[src/logic/uart_defines.svh]
`ifndef UART_DEFINES_SVH
`define UART_DEFINES_SVH

////////////////////////////////////////////////////////////
// Frame format.
////////////////////////////////////////////////////////////

// Data bits carried by one frame.
`define UART_WORD_WIDTH 8

// Stop bits closing each frame, always high.
`define UART_STOP_BITS 2

////////////////////////////////////////////////////////////
// Bit timing.
////////////////////////////////////////////////////////////

// Oversampling ticks per bit time.
`define UART_TICKS_PER_BIT 16

// Clocks per baud tick.
// 4 keeps simulation short. 163 gives 19200 baud at 50 MHz.
`define UART_BAUD_DIVISOR 4

`endif
[src/logic/uart_pkg.sv]
`default_nettype none

package uart_pkg;

    // ALU opcodes, carried in the low six bits of the opcode byte.
    typedef enum logic [5:0] {
        OP_ADD = 6'b100000,
        OP_SUB = 6'b100010,
        OP_AND = 6'b100100,
        OP_OR  = 6'b100101,
        OP_XOR = 6'b100110,
        OP_NOR = 6'b100111,
        OP_SRA = 6'b000011,
        OP_SRL = 6'b000010
    } alu_op_t;

    // Receiver states, one-hot.
    typedef enum logic [4:0] {
        RX_IDLE  = 5'b00001,
        RX_START = 5'b00010,
        RX_DATA  = 5'b00100,
        RX_STOP  = 5'b01000,
        RX_ERROR = 5'b10000   // Bad stop bit, wait for the line to recover.
    } rx_state_t;

    // Transmitter states.
    typedef enum logic [1:0] {TX_IDLE, TX_START, TX_DATA, TX_STOP} tx_state_t;

    // Frame controller states.
    typedef enum logic [1:0] {CTRL_GET_A, CTRL_GET_B, CTRL_GET_OP, CTRL_SEND} ctrl_state_t;

endpackage

`default_nettype wire

[src/logic/uart_alu_top.sv]
`default_nettype none
`timescale 1ns/1ns

`include "uart_defines.svh"

module uart_alu_top (
    input  logic i_clock,
    input  logic i_reset,
    input  logic i_rx,
    output logic o_tx,
    output logic o_rx_error
);

    logic                        tick;      // Shared by both directions.
    logic [`UART_WORD_WIDTH-1:0] rx_data;
    logic                        rx_done;
    logic [`UART_WORD_WIDTH-1:0] tx_data;
    logic                        tx_start;
    logic                        tx_busy;

    baud_tick_gen i_baud_tick_gen (
        .i_clock (i_clock),
        .i_reset (i_reset),
        .o_tick  (tick)
    );

    uart_rx i_uart_rx (
        .i_clock (i_clock),
        .i_reset (i_reset),
        .i_tick  (tick),
        .i_rx    (i_rx),
        .o_data  (rx_data),
        .o_done  (rx_done),
        .o_error (o_rx_error)
    );

    alu_frame_ctrl i_alu_frame_ctrl (
        .i_clock    (i_clock),
        .i_reset    (i_reset),
        .i_rx_data  (rx_data),
        .i_rx_done  (rx_done),
        .i_tx_busy  (tx_busy),
        .o_tx_data  (tx_data),
        .o_tx_start (tx_start)
    );

    uart_tx i_uart_tx (
        .i_clock (i_clock),
        .i_reset (i_reset),
        .i_tick  (tick),
        .i_start (tx_start),
        .i_data  (tx_data),
        .o_tx    (o_tx),
        .o_busy  (tx_busy)
    );

endmodule

`default_nettype wire

[src/logic/alu_frame_ctrl.sv]
`default_nettype none
`timescale 1ns/1ns

`include "uart_defines.svh"

module alu_frame_ctrl (
    input  logic                        i_clock,
    input  logic                        i_reset,
    input  logic [`UART_WORD_WIDTH-1:0] i_rx_data,
    input  logic                        i_rx_done,
    input  logic                        i_tx_busy,
    output logic [`UART_WORD_WIDTH-1:0] o_tx_data,
    output logic                        o_tx_start
);

    localparam int SHIFT_W = $clog2(`UART_WORD_WIDTH);
    localparam int OP_W    = $bits(uart_pkg::alu_op_t);

    uart_pkg::ctrl_state_t state;
    uart_pkg::alu_op_t     alu_op;

    logic [`UART_WORD_WIDTH-1:0] operand_a;
    logic [`UART_WORD_WIDTH-1:0] operand_b;
    logic [`UART_WORD_WIDTH-1:0] alu_result;
    logic [SHIFT_W-1:0]          shift_amt;

    ////////////////////////////////////////////////////////////
    // ALU, fed straight from the opcode byte.
    ////////////////////////////////////////////////////////////

    assign alu_op    = uart_pkg::alu_op_t'(i_rx_data[OP_W-1:0]);   // Top bits ignored.
    assign shift_amt = operand_b[SHIFT_W-1:0];                    // B modulo word width.

    always_comb begin
        case (alu_op)
            uart_pkg::OP_ADD: alu_result = operand_a + operand_b;
            uart_pkg::OP_SUB: alu_result = operand_a - operand_b;
            uart_pkg::OP_AND: alu_result = operand_a & operand_b;
            uart_pkg::OP_OR:  alu_result = operand_a | operand_b;
            uart_pkg::OP_XOR: alu_result = operand_a ^ operand_b;
            uart_pkg::OP_NOR: alu_result = ~(operand_a | operand_b);
            uart_pkg::OP_SRA: alu_result = $unsigned($signed(operand_a) >>> shift_amt);
            uart_pkg::OP_SRL: alu_result = operand_a >> shift_amt;
            default:          alu_result = '0;   // Unknown opcode.
        endcase
    end

    ////////////////////////////////////////////////////////////
    // Frame sequencing.
    ////////////////////////////////////////////////////////////

    always_ff @(posedge i_clock) begin
        if (!i_reset) begin
            state <= uart_pkg::CTRL_GET_A;
        end else begin
            case (state)
                uart_pkg::CTRL_GET_A: begin
                    if (i_rx_done) state <= uart_pkg::CTRL_GET_B;
                end
                uart_pkg::CTRL_GET_B: begin
                    if (i_rx_done) state <= uart_pkg::CTRL_GET_OP;
                end
                uart_pkg::CTRL_GET_OP: begin
                    if (i_rx_done) state <= uart_pkg::CTRL_SEND;
                end
                uart_pkg::CTRL_SEND: begin
                    // Bytes arriving here are dropped.
                    if (!i_tx_busy) state <= uart_pkg::CTRL_GET_A;
                end
                default: state <= uart_pkg::CTRL_GET_A;
            endcase
        end
    end

    always_ff @(posedge i_clock) begin
        if (i_rx_done && state == uart_pkg::CTRL_GET_A) begin
            operand_a <= i_rx_data;
        end
        if (i_rx_done && state == uart_pkg::CTRL_GET_B) begin
            operand_b <= i_rx_data;
        end
        if (i_rx_done && state == uart_pkg::CTRL_GET_OP) begin
            o_tx_data <= alu_result;   // Result held through the reply.
        end
    end

    assign o_tx_start = (state == uart_pkg::CTRL_SEND) && !i_tx_busy;

    // Start only into an idle transmitter, which then reports busy.
    a_start_handshake : assert property (@(posedge i_clock) disable iff (!i_reset)
        o_tx_start |-> !i_tx_busy ##1 i_tx_busy)
        else $error("transmit start while busy or not acknowledged");

endmodule

`default_nettype wire

[src/logic/uart_tx.sv]
`default_nettype none
`timescale 1ns/1ns

`include "uart_defines.svh"

module uart_tx (
    input  logic                        i_clock,
    input  logic                        i_reset,
    input  logic                        i_tick,
    input  logic                        i_start,
    input  logic [`UART_WORD_WIDTH-1:0] i_data,
    output logic                        o_tx,
    output logic                        o_busy
);

    localparam int TICK_W = $clog2(`UART_TICKS_PER_BIT);
    localparam int BIT_W  = $clog2(`UART_WORD_WIDTH + 1);
    localparam int STOP_W = $clog2(`UART_STOP_BITS + 1);

    localparam logic [TICK_W-1:0] BIT_LAST  = TICK_W'(`UART_TICKS_PER_BIT - 1);
    localparam logic [BIT_W-1:0]  WORD_LAST = BIT_W'(`UART_WORD_WIDTH - 1);
    localparam logic [STOP_W-1:0] STOP_LAST = STOP_W'(`UART_STOP_BITS - 1);

    uart_pkg::tx_state_t state;

    logic [TICK_W-1:0]           tick_cnt;
    logic [BIT_W-1:0]            bit_cnt;
    logic [STOP_W-1:0]           stop_cnt;
    logic [`UART_WORD_WIDTH-1:0] shift_reg;
    logic                        bit_end;

    assign bit_end = i_tick && (tick_cnt == BIT_LAST);

    always_ff @(posedge i_clock) begin
        if (!i_reset) begin
            state    <= uart_pkg::TX_IDLE;
            tick_cnt <= '0;
            bit_cnt  <= '0;
            stop_cnt <= '0;
            o_tx     <= 1'b1;   // Line idles high.
            o_busy   <= 1'b0;
        end else if (state == uart_pkg::TX_IDLE) begin
            if (i_start) begin
                state    <= uart_pkg::TX_START;
                tick_cnt <= '0;
                o_tx     <= 1'b0;   // Start bit.
                o_busy   <= 1'b1;
            end
        end else if (i_tick) begin
            tick_cnt <= bit_end ? '0 : tick_cnt + 1'b1;
            case (state)
                uart_pkg::TX_START: begin
                    if (bit_end) begin
                        state   <= uart_pkg::TX_DATA;
                        bit_cnt <= '0;
                        o_tx    <= shift_reg[0];
                    end
                end
                uart_pkg::TX_DATA: begin
                    if (bit_end) begin
                        if (bit_cnt == WORD_LAST) begin
                            state    <= uart_pkg::TX_STOP;
                            stop_cnt <= '0;
                            o_tx     <= 1'b1;
                        end else begin
                            bit_cnt <= bit_cnt + 1'b1;
                            o_tx    <= shift_reg[1];   // Next bit after the shift.
                        end
                    end
                end
                uart_pkg::TX_STOP: begin
                    if (bit_end) begin
                        if (stop_cnt == STOP_LAST) begin
                            state  <= uart_pkg::TX_IDLE;
                            o_busy <= 1'b0;
                        end else begin
                            stop_cnt <= stop_cnt + 1'b1;
                        end
                    end
                end
                default: state <= uart_pkg::TX_IDLE;
            endcase
        end
    end

    // Payload latched on start, shifted down one bit per data bit.
    always_ff @(posedge i_clock) begin
        if (state == uart_pkg::TX_IDLE && i_start) begin
            shift_reg <= i_data;
        end else if (state == uart_pkg::TX_DATA && bit_end) begin
            shift_reg <= shift_reg >> 1;
        end
    end

    a_idle_high : assert property (@(posedge i_clock) disable iff (!i_reset)
        (state == uart_pkg::TX_IDLE) |-> o_tx)
        else $error("transmit line low while idle");

endmodule

`default_nettype wire

[src/logic/uart_rx.sv]
`default_nettype none
`timescale 1ns/1ns

`include "uart_defines.svh"

module uart_rx (
    input  logic                        i_clock,
    input  logic                        i_reset,
    input  logic                        i_tick,
    input  logic                        i_rx,
    output logic [`UART_WORD_WIDTH-1:0] o_data,
    output logic                        o_done,
    output logic                        o_error
);

    localparam int TICK_W = $clog2(`UART_TICKS_PER_BIT);
    localparam int BIT_W  = $clog2(`UART_WORD_WIDTH + 1);
    localparam int STOP_W = $clog2(`UART_STOP_BITS + 1);

    localparam logic [TICK_W-1:0] HALF_LAST = TICK_W'(`UART_TICKS_PER_BIT / 2 - 1);
    localparam logic [TICK_W-1:0] BIT_LAST  = TICK_W'(`UART_TICKS_PER_BIT - 1);
    localparam logic [BIT_W-1:0]  WORD_LAST = BIT_W'(`UART_WORD_WIDTH - 1);
    localparam logic [STOP_W-1:0] STOP_LAST = STOP_W'(`UART_STOP_BITS - 1);

    uart_pkg::rx_state_t state;
    uart_pkg::rx_state_t state_next;

    logic [TICK_W-1:0]           tick_cnt;
    logic [BIT_W-1:0]            bit_cnt;
    logic [STOP_W-1:0]           stop_cnt;
    logic [`UART_WORD_WIDTH-1:0] shift_reg;

    logic start_centre;   // Middle of the start bit.
    logic bit_end;        // Centre of a data or stop bit.

    assign start_centre = i_tick && (tick_cnt == HALF_LAST);
    assign bit_end      = i_tick && (tick_cnt == BIT_LAST);

    ////////////////////////////////////////////////////////////
    // Next state.
    ////////////////////////////////////////////////////////////

    always_comb begin
        state_next = state;
        case (state)
            uart_pkg::RX_IDLE: begin
                if (i_tick && !i_rx) begin
                    state_next = uart_pkg::RX_START;   // Falling edge seen.
                end
            end
            uart_pkg::RX_START: begin
                if (start_centre) begin
                    // Line back high at the centre means a glitch.
                    state_next = i_rx ? uart_pkg::RX_IDLE : uart_pkg::RX_DATA;
                end
            end
            uart_pkg::RX_DATA: begin
                if (bit_end && bit_cnt == WORD_LAST) begin
                    state_next = uart_pkg::RX_STOP;
                end
            end
            uart_pkg::RX_STOP: begin
                if (bit_end) begin
                    if (!i_rx) begin
                        state_next = uart_pkg::RX_ERROR;
                    end else if (stop_cnt == STOP_LAST) begin
                        state_next = uart_pkg::RX_IDLE;
                    end
                end
            end
            uart_pkg::RX_ERROR: begin
                if (bit_end && i_rx) begin
                    state_next = uart_pkg::RX_IDLE;
                end
            end
            default: state_next = uart_pkg::RX_IDLE;
        endcase
    end

    ////////////////////////////////////////////////////////////
    // State, counters and strobes.
    ////////////////////////////////////////////////////////////

    always_ff @(posedge i_clock) begin
        if (!i_reset) begin
            state    <= uart_pkg::RX_IDLE;
            tick_cnt <= '0;
            bit_cnt  <= '0;
            stop_cnt <= '0;
            o_done   <= 1'b0;
            o_error  <= 1'b0;
        end else begin
            state   <= state_next;
            o_done  <= 1'b0;
            o_error <= 1'b0;
            if (i_tick) begin
                // Restart the count on every state change and bit boundary.
                if (state_next != state || tick_cnt == BIT_LAST) begin
                    tick_cnt <= '0;
                end else begin
                    tick_cnt <= tick_cnt + 1'b1;
                end
            end
            if (state == uart_pkg::RX_START) begin
                bit_cnt  <= '0;
                stop_cnt <= '0;
            end
            if (state == uart_pkg::RX_DATA && bit_end) begin
                bit_cnt <= bit_cnt + 1'b1;
            end
            if (state == uart_pkg::RX_STOP && bit_end) begin
                if (!i_rx) begin
                    o_error <= 1'b1;   // Framing error, byte dropped.
                end else if (stop_cnt == STOP_LAST) begin
                    o_done <= 1'b1;
                end else begin
                    stop_cnt <= stop_cnt + 1'b1;
                end
            end
        end
    end

    // Data shifts in LSB first from the top.
    always_ff @(posedge i_clock) begin
        if (state == uart_pkg::RX_DATA && bit_end) begin
            shift_reg <= {i_rx, shift_reg[`UART_WORD_WIDTH-1:1]};
        end
        if (state == uart_pkg::RX_STOP && bit_end && i_rx && stop_cnt == STOP_LAST) begin
            o_data <= shift_reg;   // Valid with o_done.
        end
    end

    a_state_onehot : assert property (@(posedge i_clock) disable iff (!i_reset)
        $onehot(state))
        else $error("receiver state not one-hot");

    a_done_error_excl : assert property (@(posedge i_clock) disable iff (!i_reset)
        !(o_done && o_error))
        else $error("receiver reports a byte and an error together");

endmodule

`default_nettype wire

[src/logic/baud_tick_gen.sv]
`default_nettype none
`timescale 1ns/1ns

`include "uart_defines.svh"

module baud_tick_gen (
    input  logic i_clock,
    input  logic i_reset,
    output logic o_tick
);

    localparam int CNT_W = $clog2(`UART_BAUD_DIVISOR + 1);
    localparam logic [CNT_W-1:0] CNT_LAST = CNT_W'(`UART_BAUD_DIVISOR - 1);

    logic [CNT_W-1:0] count;

    always_ff @(posedge i_clock) begin
        if (!i_reset) begin
            count  <= '0;
            o_tick <= 1'b0;
        end else if (count == CNT_LAST) begin
            count  <= '0;   // Wrap and fire.
            o_tick <= 1'b1;
        end else begin
            count  <= count + 1'b1;
            o_tick <= 1'b0;
        end
    end

    // Tick is a single-cycle strobe.
    a_tick_single : assert property (@(posedge i_clock) disable iff (!i_reset)
        o_tick |=> !o_tick)
        else $error("baud tick high for two cycles");

endmodule

`default_nettype wire

[config.mk]
export PLATFORM = sky130hd
export DESIGN_NAME = uart_alu_top
export DESIGN_NICKNAME = d
export VERILOG_FILES = /design/src/logic/uart_pkg.sv /design/src/logic/uart_alu_top.sv /design/src/logic/alu_frame_ctrl.sv /design/src/logic/uart_tx.sv /design/src/logic/uart_rx.sv /design/src/logic/baud_tick_gen.sv
export VERILOG_INCLUDE_DIRS = /design/src /design/src/logic
export SDC_FILE = /design/constraint.sdc
export NUM_CORES = 1
export LEC_CHECK = 0
export BUFFER_PORTS_ARGS = -buffer_cell sky130_fd_sc_hd__buf_2
export CAP_MARGIN = 20
export CORE_ASPECT_RATIO = 1.4
export CORE_MARGIN = 3
export CORE_UTILIZATION = 40
export DETAILED_ROUTE_END_ITERATION = 8
export GPL_ROUTABILITY_DRIVEN = 0
export SYNTH_ARGS = -nofsm -noshare
export SYNTH_HDL_FRONTEND = slang
export SYNTH_SLANG_ARGS = --single-unit
[constraint.sdc]
create_clock -name i_clock -period 3.42 [get_ports i_clock]
set_input_delay 0.171 -clock i_clock [delete_from_list [all_inputs] [get_ports i_clock]]
set_output_delay 0.171 -clock i_clock [all_outputs]
set_load 0.02 [all_outputs]
==> results.yml, run 1 <==
die:
  coreArea_sq_um: 11900
  pin_count: 5
  start_util_pct: 41.4
  die_h_um: 138
  die_w_um: 100
  die-area_sq_um: 13800
  placementRows: 47
place:
  port_buffers: 4
  hpwl_um: 7580
clock_tree:
  clock_latency_ns: 0.33
  cts_buffers: 9
  cts_root_buf: "clkbuf_16"
  clkTransAtPathRegs_ns: 0.06
  cts.sinks: 85
  cts_tree: "yes"
  cts_buffer_depth: 2
  cts_setup_buffers: 0
  cts.htree.levels: 3
  holdBufCountCts: 0
  ctsResizeCount: 0
synth:
  yosys_warnings: 0
  synth_flop_cell: "edfxtp_1"
  syn_avg_cell_area_sq_um: 9.86
  synthArstFlopShare_pct: 0
  synth_edf_count: 48
  netlist_area_sq_um: 4950
  synth_cell_types: 55
  ys_seq_elements: 85
  synth_nets: 549
  synth_seq_area_share_pct: 44.1
  synthCells: 502
routing:
  vias: 3692
  dr.pass1.iters: 7
  via_per_inst: 5.60
  antenna_left: 0
  wl_per_cell_um: 15.5
  wl_um: 10200
  drc: 0
  drt_iter0_drc: 228
layout:
  diodes: 0
  area.growth.synth_to_final_pct: 10.6
  drive_gt1_share_pct: 9.57
  layout_commonest_cell: "edfxtp_1"
  final_cell_mix: "48 x edfxtp_1, 43 x nor2_1, 43 x ha_1, 38 x o21ai_0, 37 x dfxtp_1"
  nNetsFinal: 554
sta:
  slew_violations: 0
  final.min_clock_period_ns: 3.02
  tightest_slew_ns: 0.658
  fin_worst_skew_ns: 0.0118
  finalHoldViolations: 0
  whs_ns: 0.181
  final.setup.tns_ns: 0
  max_slew_margin_pct: 55.8
  setup_viol: 0
  rsz0062_at_grt: "false"
  max_freq_ghz: 0.331
  period_share_pct: 88.4
hold_path:
  hold_depth: 2
  min_to: "i_uart_rx.o_error"
  min_path_type: "in2reg"
  hold_start: "i_rx"
grt:
  grt_pass1_wl_um: 16900
  grt-ovfl-total: 0
  grt_pass1_vias: 3575
  grtUsageTotal_pct: 15.7
  grt_max_degree: 23
  antenna_found_initial: 0
power_and_ir_drop:
  power_switching_share_pct: 19.0
  seq_power_share_pct: 50.0
  clockPowerShare_pct: 47.6
  ir_drop_mv: 0.261
  p_leak_nw: 2.11
  p_int_mw: 1.75
  power_density_nw_per_um2: 396
  power_frac_comb_pct: 2.4
  switchingPower_mw: 0.412
setup_path:
  r2r_slack_ns: 0.40
  crit_fanout: 7
  reg2reg_from: "i_uart_rx.o_data[4]"
  cp.required_ns: 3.51
  rr_endpoint: "i_alu_frame_ctrl.o_tx_data[6]"
  setup.worst_path.start_class: "flop"
  reg2regPathDepth: 10
  worstSetupPathType: "reg2reg"
  endpoint_kind: "flop"
  crit_arrival_ns: 3.11
flow_run:
  maxCapViolCount: 0
run_status:
  status: "finished, final reports clean"
[critical path: stages (launching register included)]
cell and delay, ns:
edfxtp_1 0.40, nor2_1 0.32, nand4_1 0.28, o21ai_0 0.38
fa_1 0.28, nor2b_1 0.05, o21ai_0 0.20, a21boi_0 0.15
o21a_1 0.19, or3_1 0.30, a31o_2 0.24
[kinds of logic (layout without fill, tap and decap cells)]
logic type / count (synthesis) / count (layout) / share of synthesized area [%]
and+or+nand+nor: 161 / 161 / 16.2
AOI/OAI and AO/OA: 115 / 115 / 14.8
DFF: 85 / 85 / 44.1
buffers and inverters: 51 / 61 / 4.22
adders and majority gates: 44 / 44 / 11.3
muxes: 27 / 27 / 6.02
xor gates and xnor gates: 19 / 19 / 3.36
[synth_stat cells (5+ instances only)]
cell type	n	area (sq um)
nand2_1	35	131
xnor2_1	11	96.3
inv_1	31	116
o21ai_0	38	190
o211ai_1	7	52.6
o31ai_1	6	45.0
o22ai_1	5	31.3
and3_1	6	37.5
dfxtp_1	37	741
nand3_1	19	95.1
nor2_1	43	161
edfxtp_1	48	1440
nand3b_1	7	52.6
a21oi_1	24	120
and2_1	5	31.3
mux2_2	12	135
nand2b_1	9	56.3
mux2i_1	14	140
nand4_1	5	31.3
nor3_1	12	60.1
clkbuf_1	15	56.3
ha_1	43	538
a211oi_1	5	37.5
xor2_1	8	70.1
nor2b_1	7	43.8
[how the worst max path moves through the flow]
stage / slack [ns] / from / cells after the start / to
after floorplan: 0.46 / i_alu_frame_ctrl.operand_b[1] / 12 / i_alu_frame_ctrl.o_tx_data[6]
after global placement: 0.46 / i_uart_rx.o_data[4] / 11 / i_alu_frame_ctrl.o_tx_data[7]
after detailed placement: 0.37 / i_uart_rx.o_data[4] / 10 / i_alu_frame_ctrl.o_tx_data[6]
after CTS: 0.38 / i_uart_rx.o_data[4] / 10 / i_alu_frame_ctrl.o_tx_data[6]
after global routing: 0.09 / i_uart_rx.o_data[4] / 11 / i_alu_frame_ctrl.o_tx_data[7]
final: 0.40 / i_uart_rx.o_data[4] / 10 / i_alu_frame_ctrl.o_tx_data[6]
[per-layer routing]
layer | routed length [um] | track usage [%]
met1 | 4160 | 17.3
met2 | 5230 | 27.7
met3 | 406 | 3.65
met4 | 416 | 8.69
met5 | 0 | 0
[through the flow]
step | instances | utilization (%) | setup WS [ns] | total power [mW] | cell area (sq um)
final | 659 | 45.8 | 0.397 | 2.16 | 5470
after CTS | 658 | 45.8 | 0.382 | 2.20 | 5470
after global placement | 642 | 42.9 | 0.464 | 1.15 | 5130
after global routing | 659 | 45.8 | 0.0943 | 2.26 | 5470
after floorplan | 502 | - | 0.464 | 1.14 | 4950
after detailed placement | 642 | 42.9 | 0.371 | 1.16 | 5130
[power groups by stage]
stage          logic, mW  clock network, mW  registers, mW
6_report          0.0523               1.03           1.08
3_5_place_dp      0.0529                  0           1.10
5_1_grt           0.0600               1.12           1.08
4_1_cts           0.0529               1.06           1.08
3_3_place_gp      0.0499                  0           1.10
2_1_floorplan     0.0424                  0           1.10
[layout make-up]
cell class	count	area, sq um
inverter	31	116
tap	147	184
sequential	85	2180
clock inverter	2	17.5
clock buffer	14	322
timing repair buffer	14	92.6
multi-input combinational	366	2560
fill	1122	6470
Power figures use the tool's default switching activity.
==> run 2: changes to the inputs <==
--- a/config.mk
+++ b/config.mk
@@ -15,4 +15,5 @@
 export GPL_ROUTABILITY_DRIVEN = 0
 export SYNTH_ARGS = -nofsm -noshare
 export SYNTH_HDL_FRONTEND = slang
+export SYNTH_HIERARCHICAL = 1
 export SYNTH_SLANG_ARGS = --single-unit
==> results.yml, run 2 <==
synth:
  synthTopCellsByCount: "48 x edfxtp_1, 42 x nand2_1, 40 x ha_1"
  synth_edf_count: 48
  synth_cell_types: 77
  synth_top_area_cell: "edfxtp_1"
  ys_seq_elements: 85
  synth_seq_area_share_pct: 42.1
  synth.top_cell.area_share_pct: 27.8
  synth_nets: 557
  yosys_warnings: 6
  synthArstFlopShare_pct: 0
  syn_avg_cell_area_sq_um: 10.1
  synthCells: 513
  synth_area_leaders: "edfxtp_1 28%, dfxtp_1 14%, ha_1 9.7%"
  yosysMostFrequentCell: "edfxtp_1"
  synth_flop_cell: "edfxtp_1"
  netlist_area_sq_um: 5180
setup_path:
  r2r_slack_ns: 0.38
  rr_endpoint: "i_alu_frame_ctrl/o_tx_data[7]"
  crit_fanout: 8
  reg2reg_from: "i_uart_rx/o_data[2]"
  cp.required_ns: 3.49
  worstSetupPathType: "reg2reg"
  setup.worst_path.start_class: "flop"
  reg2regPathDepth: 10
  endpoint_kind: "flop"
  crit_arrival_ns: 3.11
power_and_ir_drop:
  ir_drop_mv: 0.291
  power_switching_share_pct: 22.9
  power_frac_comb_pct: 9.4
  p_total_mw: 2.30
  p_leak_nw: 2.16
  power_density_nw_per_um2: 409
  switchingPower_mw: 0.527
  p_int_mw: 1.77
  clockPowerShare_pct: 41.9
  seq_power_share_pct: 48.7
routing:
  drt_iter0_drc: 142
  wl_um: 10300
  wl_per_cell_um: 15.4
  drc: 0
  dr.pass1.iters: 4
  via_per_inst: 5.64
  vias: 3779
  antenna_left: 0
layout:
  nNetsFinal: 559
  fill_cells: 1197
  drive_gt1_share_pct: 10.4
  regArea_sq_um: 2180
  final_cell_mix: "48 x edfxtp_1, 42 x nand2_1, 40 x ha_1, 37 x o21ai_0, 37 x dfxtp_1"
  diodes: 0
  area.growth.synth_to_final_pct: 8.72
  multi_input_area_sq_um: 2790
  layout_commonest_cell: "edfxtp_1"
clock_tree:
  cts_setup_buffers: 0
  clock_latency_ns: 0.33
  cts_root_buf: "clkbuf_16"
  cts.htree.levels: 3
  ctsResizeCount: 0
  clkTransAtPathRegs_ns: 0.06
  cts_tree: "yes"
  holdBufCountCts: 0
  cts_buffers: 9
  cts.sinks: 85
  cts_buffer_depth: 2
die:
  placementRows: 48
  die_h_um: 141
  die_w_um: 102
  pin_count: 5
  start_util_pct: 41.5
  die-area_sq_um: 14400
  coreArea_sq_um: 12500
sta:
  rsz0062_at_grt: "false"
  worst_slack_ns: 0.384
  period_share_pct: 88.8
  slew_violations: 0
  max_slew_margin_pct: 54.3
  tightest_slew_ns: 0.683
  fin_worst_skew_ns: 0.00698
  setup_viol: 0
  max_freq_ghz: 0.329
  final.min_clock_period_ns: 3.04
  finalHoldViolations: 0
  final.setup.tns_ns: 0
hold_path:
  hold_depth: 2
  min_path_type: "in2reg"
  hold_start: "i_rx"
  min_to: "i_uart_rx/o_error"
grt:
  grt-ovfl-total: 0
  grtUsageTotal_pct: 15.4
  grt_pass1_wl_um: 17700
  grt_pass1_vias: 3717
  grt_max_degree: 39
  antenna_found_initial: 0
place:
  hpwl_um: 7730
  port_buffers: 4
  dpl_worst_slack_ns: 0.416
flow_run:
  maxCapViolCount: 0
run_status:
  status: "finished, final reports clean"
[run 2: per-layer routing]
layer	track usage [%]	routed length [um]
met5	0	0
met4	7.33	365
met3	3.22	284
met2	26.4	5340
met1	18.0	4300
[run 2: worst max-delay path by stage]
stage | startpoint | endpoint | slack, ns | depth (start not counted)
global placement | i_uart_rx/o_data[2] | i_alu_frame_ctrl/o_tx_data[7] | 0.53 | 10
floorplan | i_alu_frame_ctrl/operand_b[1] | i_alu_frame_ctrl/o_tx_data[7] | 0.59 | 12
CTS | i_uart_rx/o_data[2] | i_alu_frame_ctrl/o_tx_data[7] | 0.41 | 9
detailed placement | i_uart_rx/o_data[2] | i_alu_frame_ctrl/o_tx_data[7] | 0.42 | 10
global route | i_uart_rx/o_data[2] | i_alu_frame_ctrl/o_tx_data[7] | 0.12 | 9
finish | i_uart_rx/o_data[2] | i_alu_frame_ctrl/o_tx_data[7] | 0.38 | 10
[run 2: per-stage QoR]
stage | cells | utilization [%] | instance area [sq um] | hold slack [ns]
floorplan | 513 | - | 5180 | 0.270
finish | 670 | 45.1 | 5630 | 0.141
global route | 670 | 45.1 | 5630 | 0.159
global placement | 654 | 42.7 | 5340 | 0.401
detailed placement | 654 | 42.7 | 5340 | 0.405
CTS | 670 | 45.1 | 5630 | 0.135
[run 2: final cells by class]
cell class / count / share of cell area, %
Multi-Input combinational cell: 378 / 49.5
Sequential cell: 85 / 38.7
Clock buffer: 12 / 4.42
Tap cell: 150 / 3.33
Inverter: 31 / 2.07
Timing Repair Buffer: 10 / 1.16
Clock inverter: 4 / 0.822
[run 2: power by group through the flow]
stage | combinational [mW] | sequential [mW] | clock, mW
CTS | 0.218 | 1.12 | 0.996
global route | 0.252 | 1.12 | 1.04
floorplan | 0.184 | 1.13 | 0
global placement | 0.211 | 1.14 | 0
detailed placement | 0.215 | 1.14 | 0
finish | 0.217 | 1.12 | 0.964
[run 2: kinds of logic after synthesis]
family | count (synthesis) | share of synthesized area (%)
AND/OR/NAND/NOR | 166 | 17.3
flip-flops | 85 | 42.1
adder cells (fa/ha/maj) | 41 | 10.0
AO/OA/AOI/OAI | 118 | 15.7
multiplexers | 32 | 7.10
buffers and inverters | 50 | 4.11
XOR/XNOR | 21 | 3.55
[run 2: critical path, stage by stage, from the launching register on]
cell      delay (ns)
edfxtp_1        0.43
nor3_1          0.29
and3_1          0.37
nor2_1          0.09
xnor2_1         0.13
ha_1            0.36
o211ai_1        0.18
a21oi_1         0.08
o41ai_1         0.43
a211oi_1        0.09
or3_1           0.32
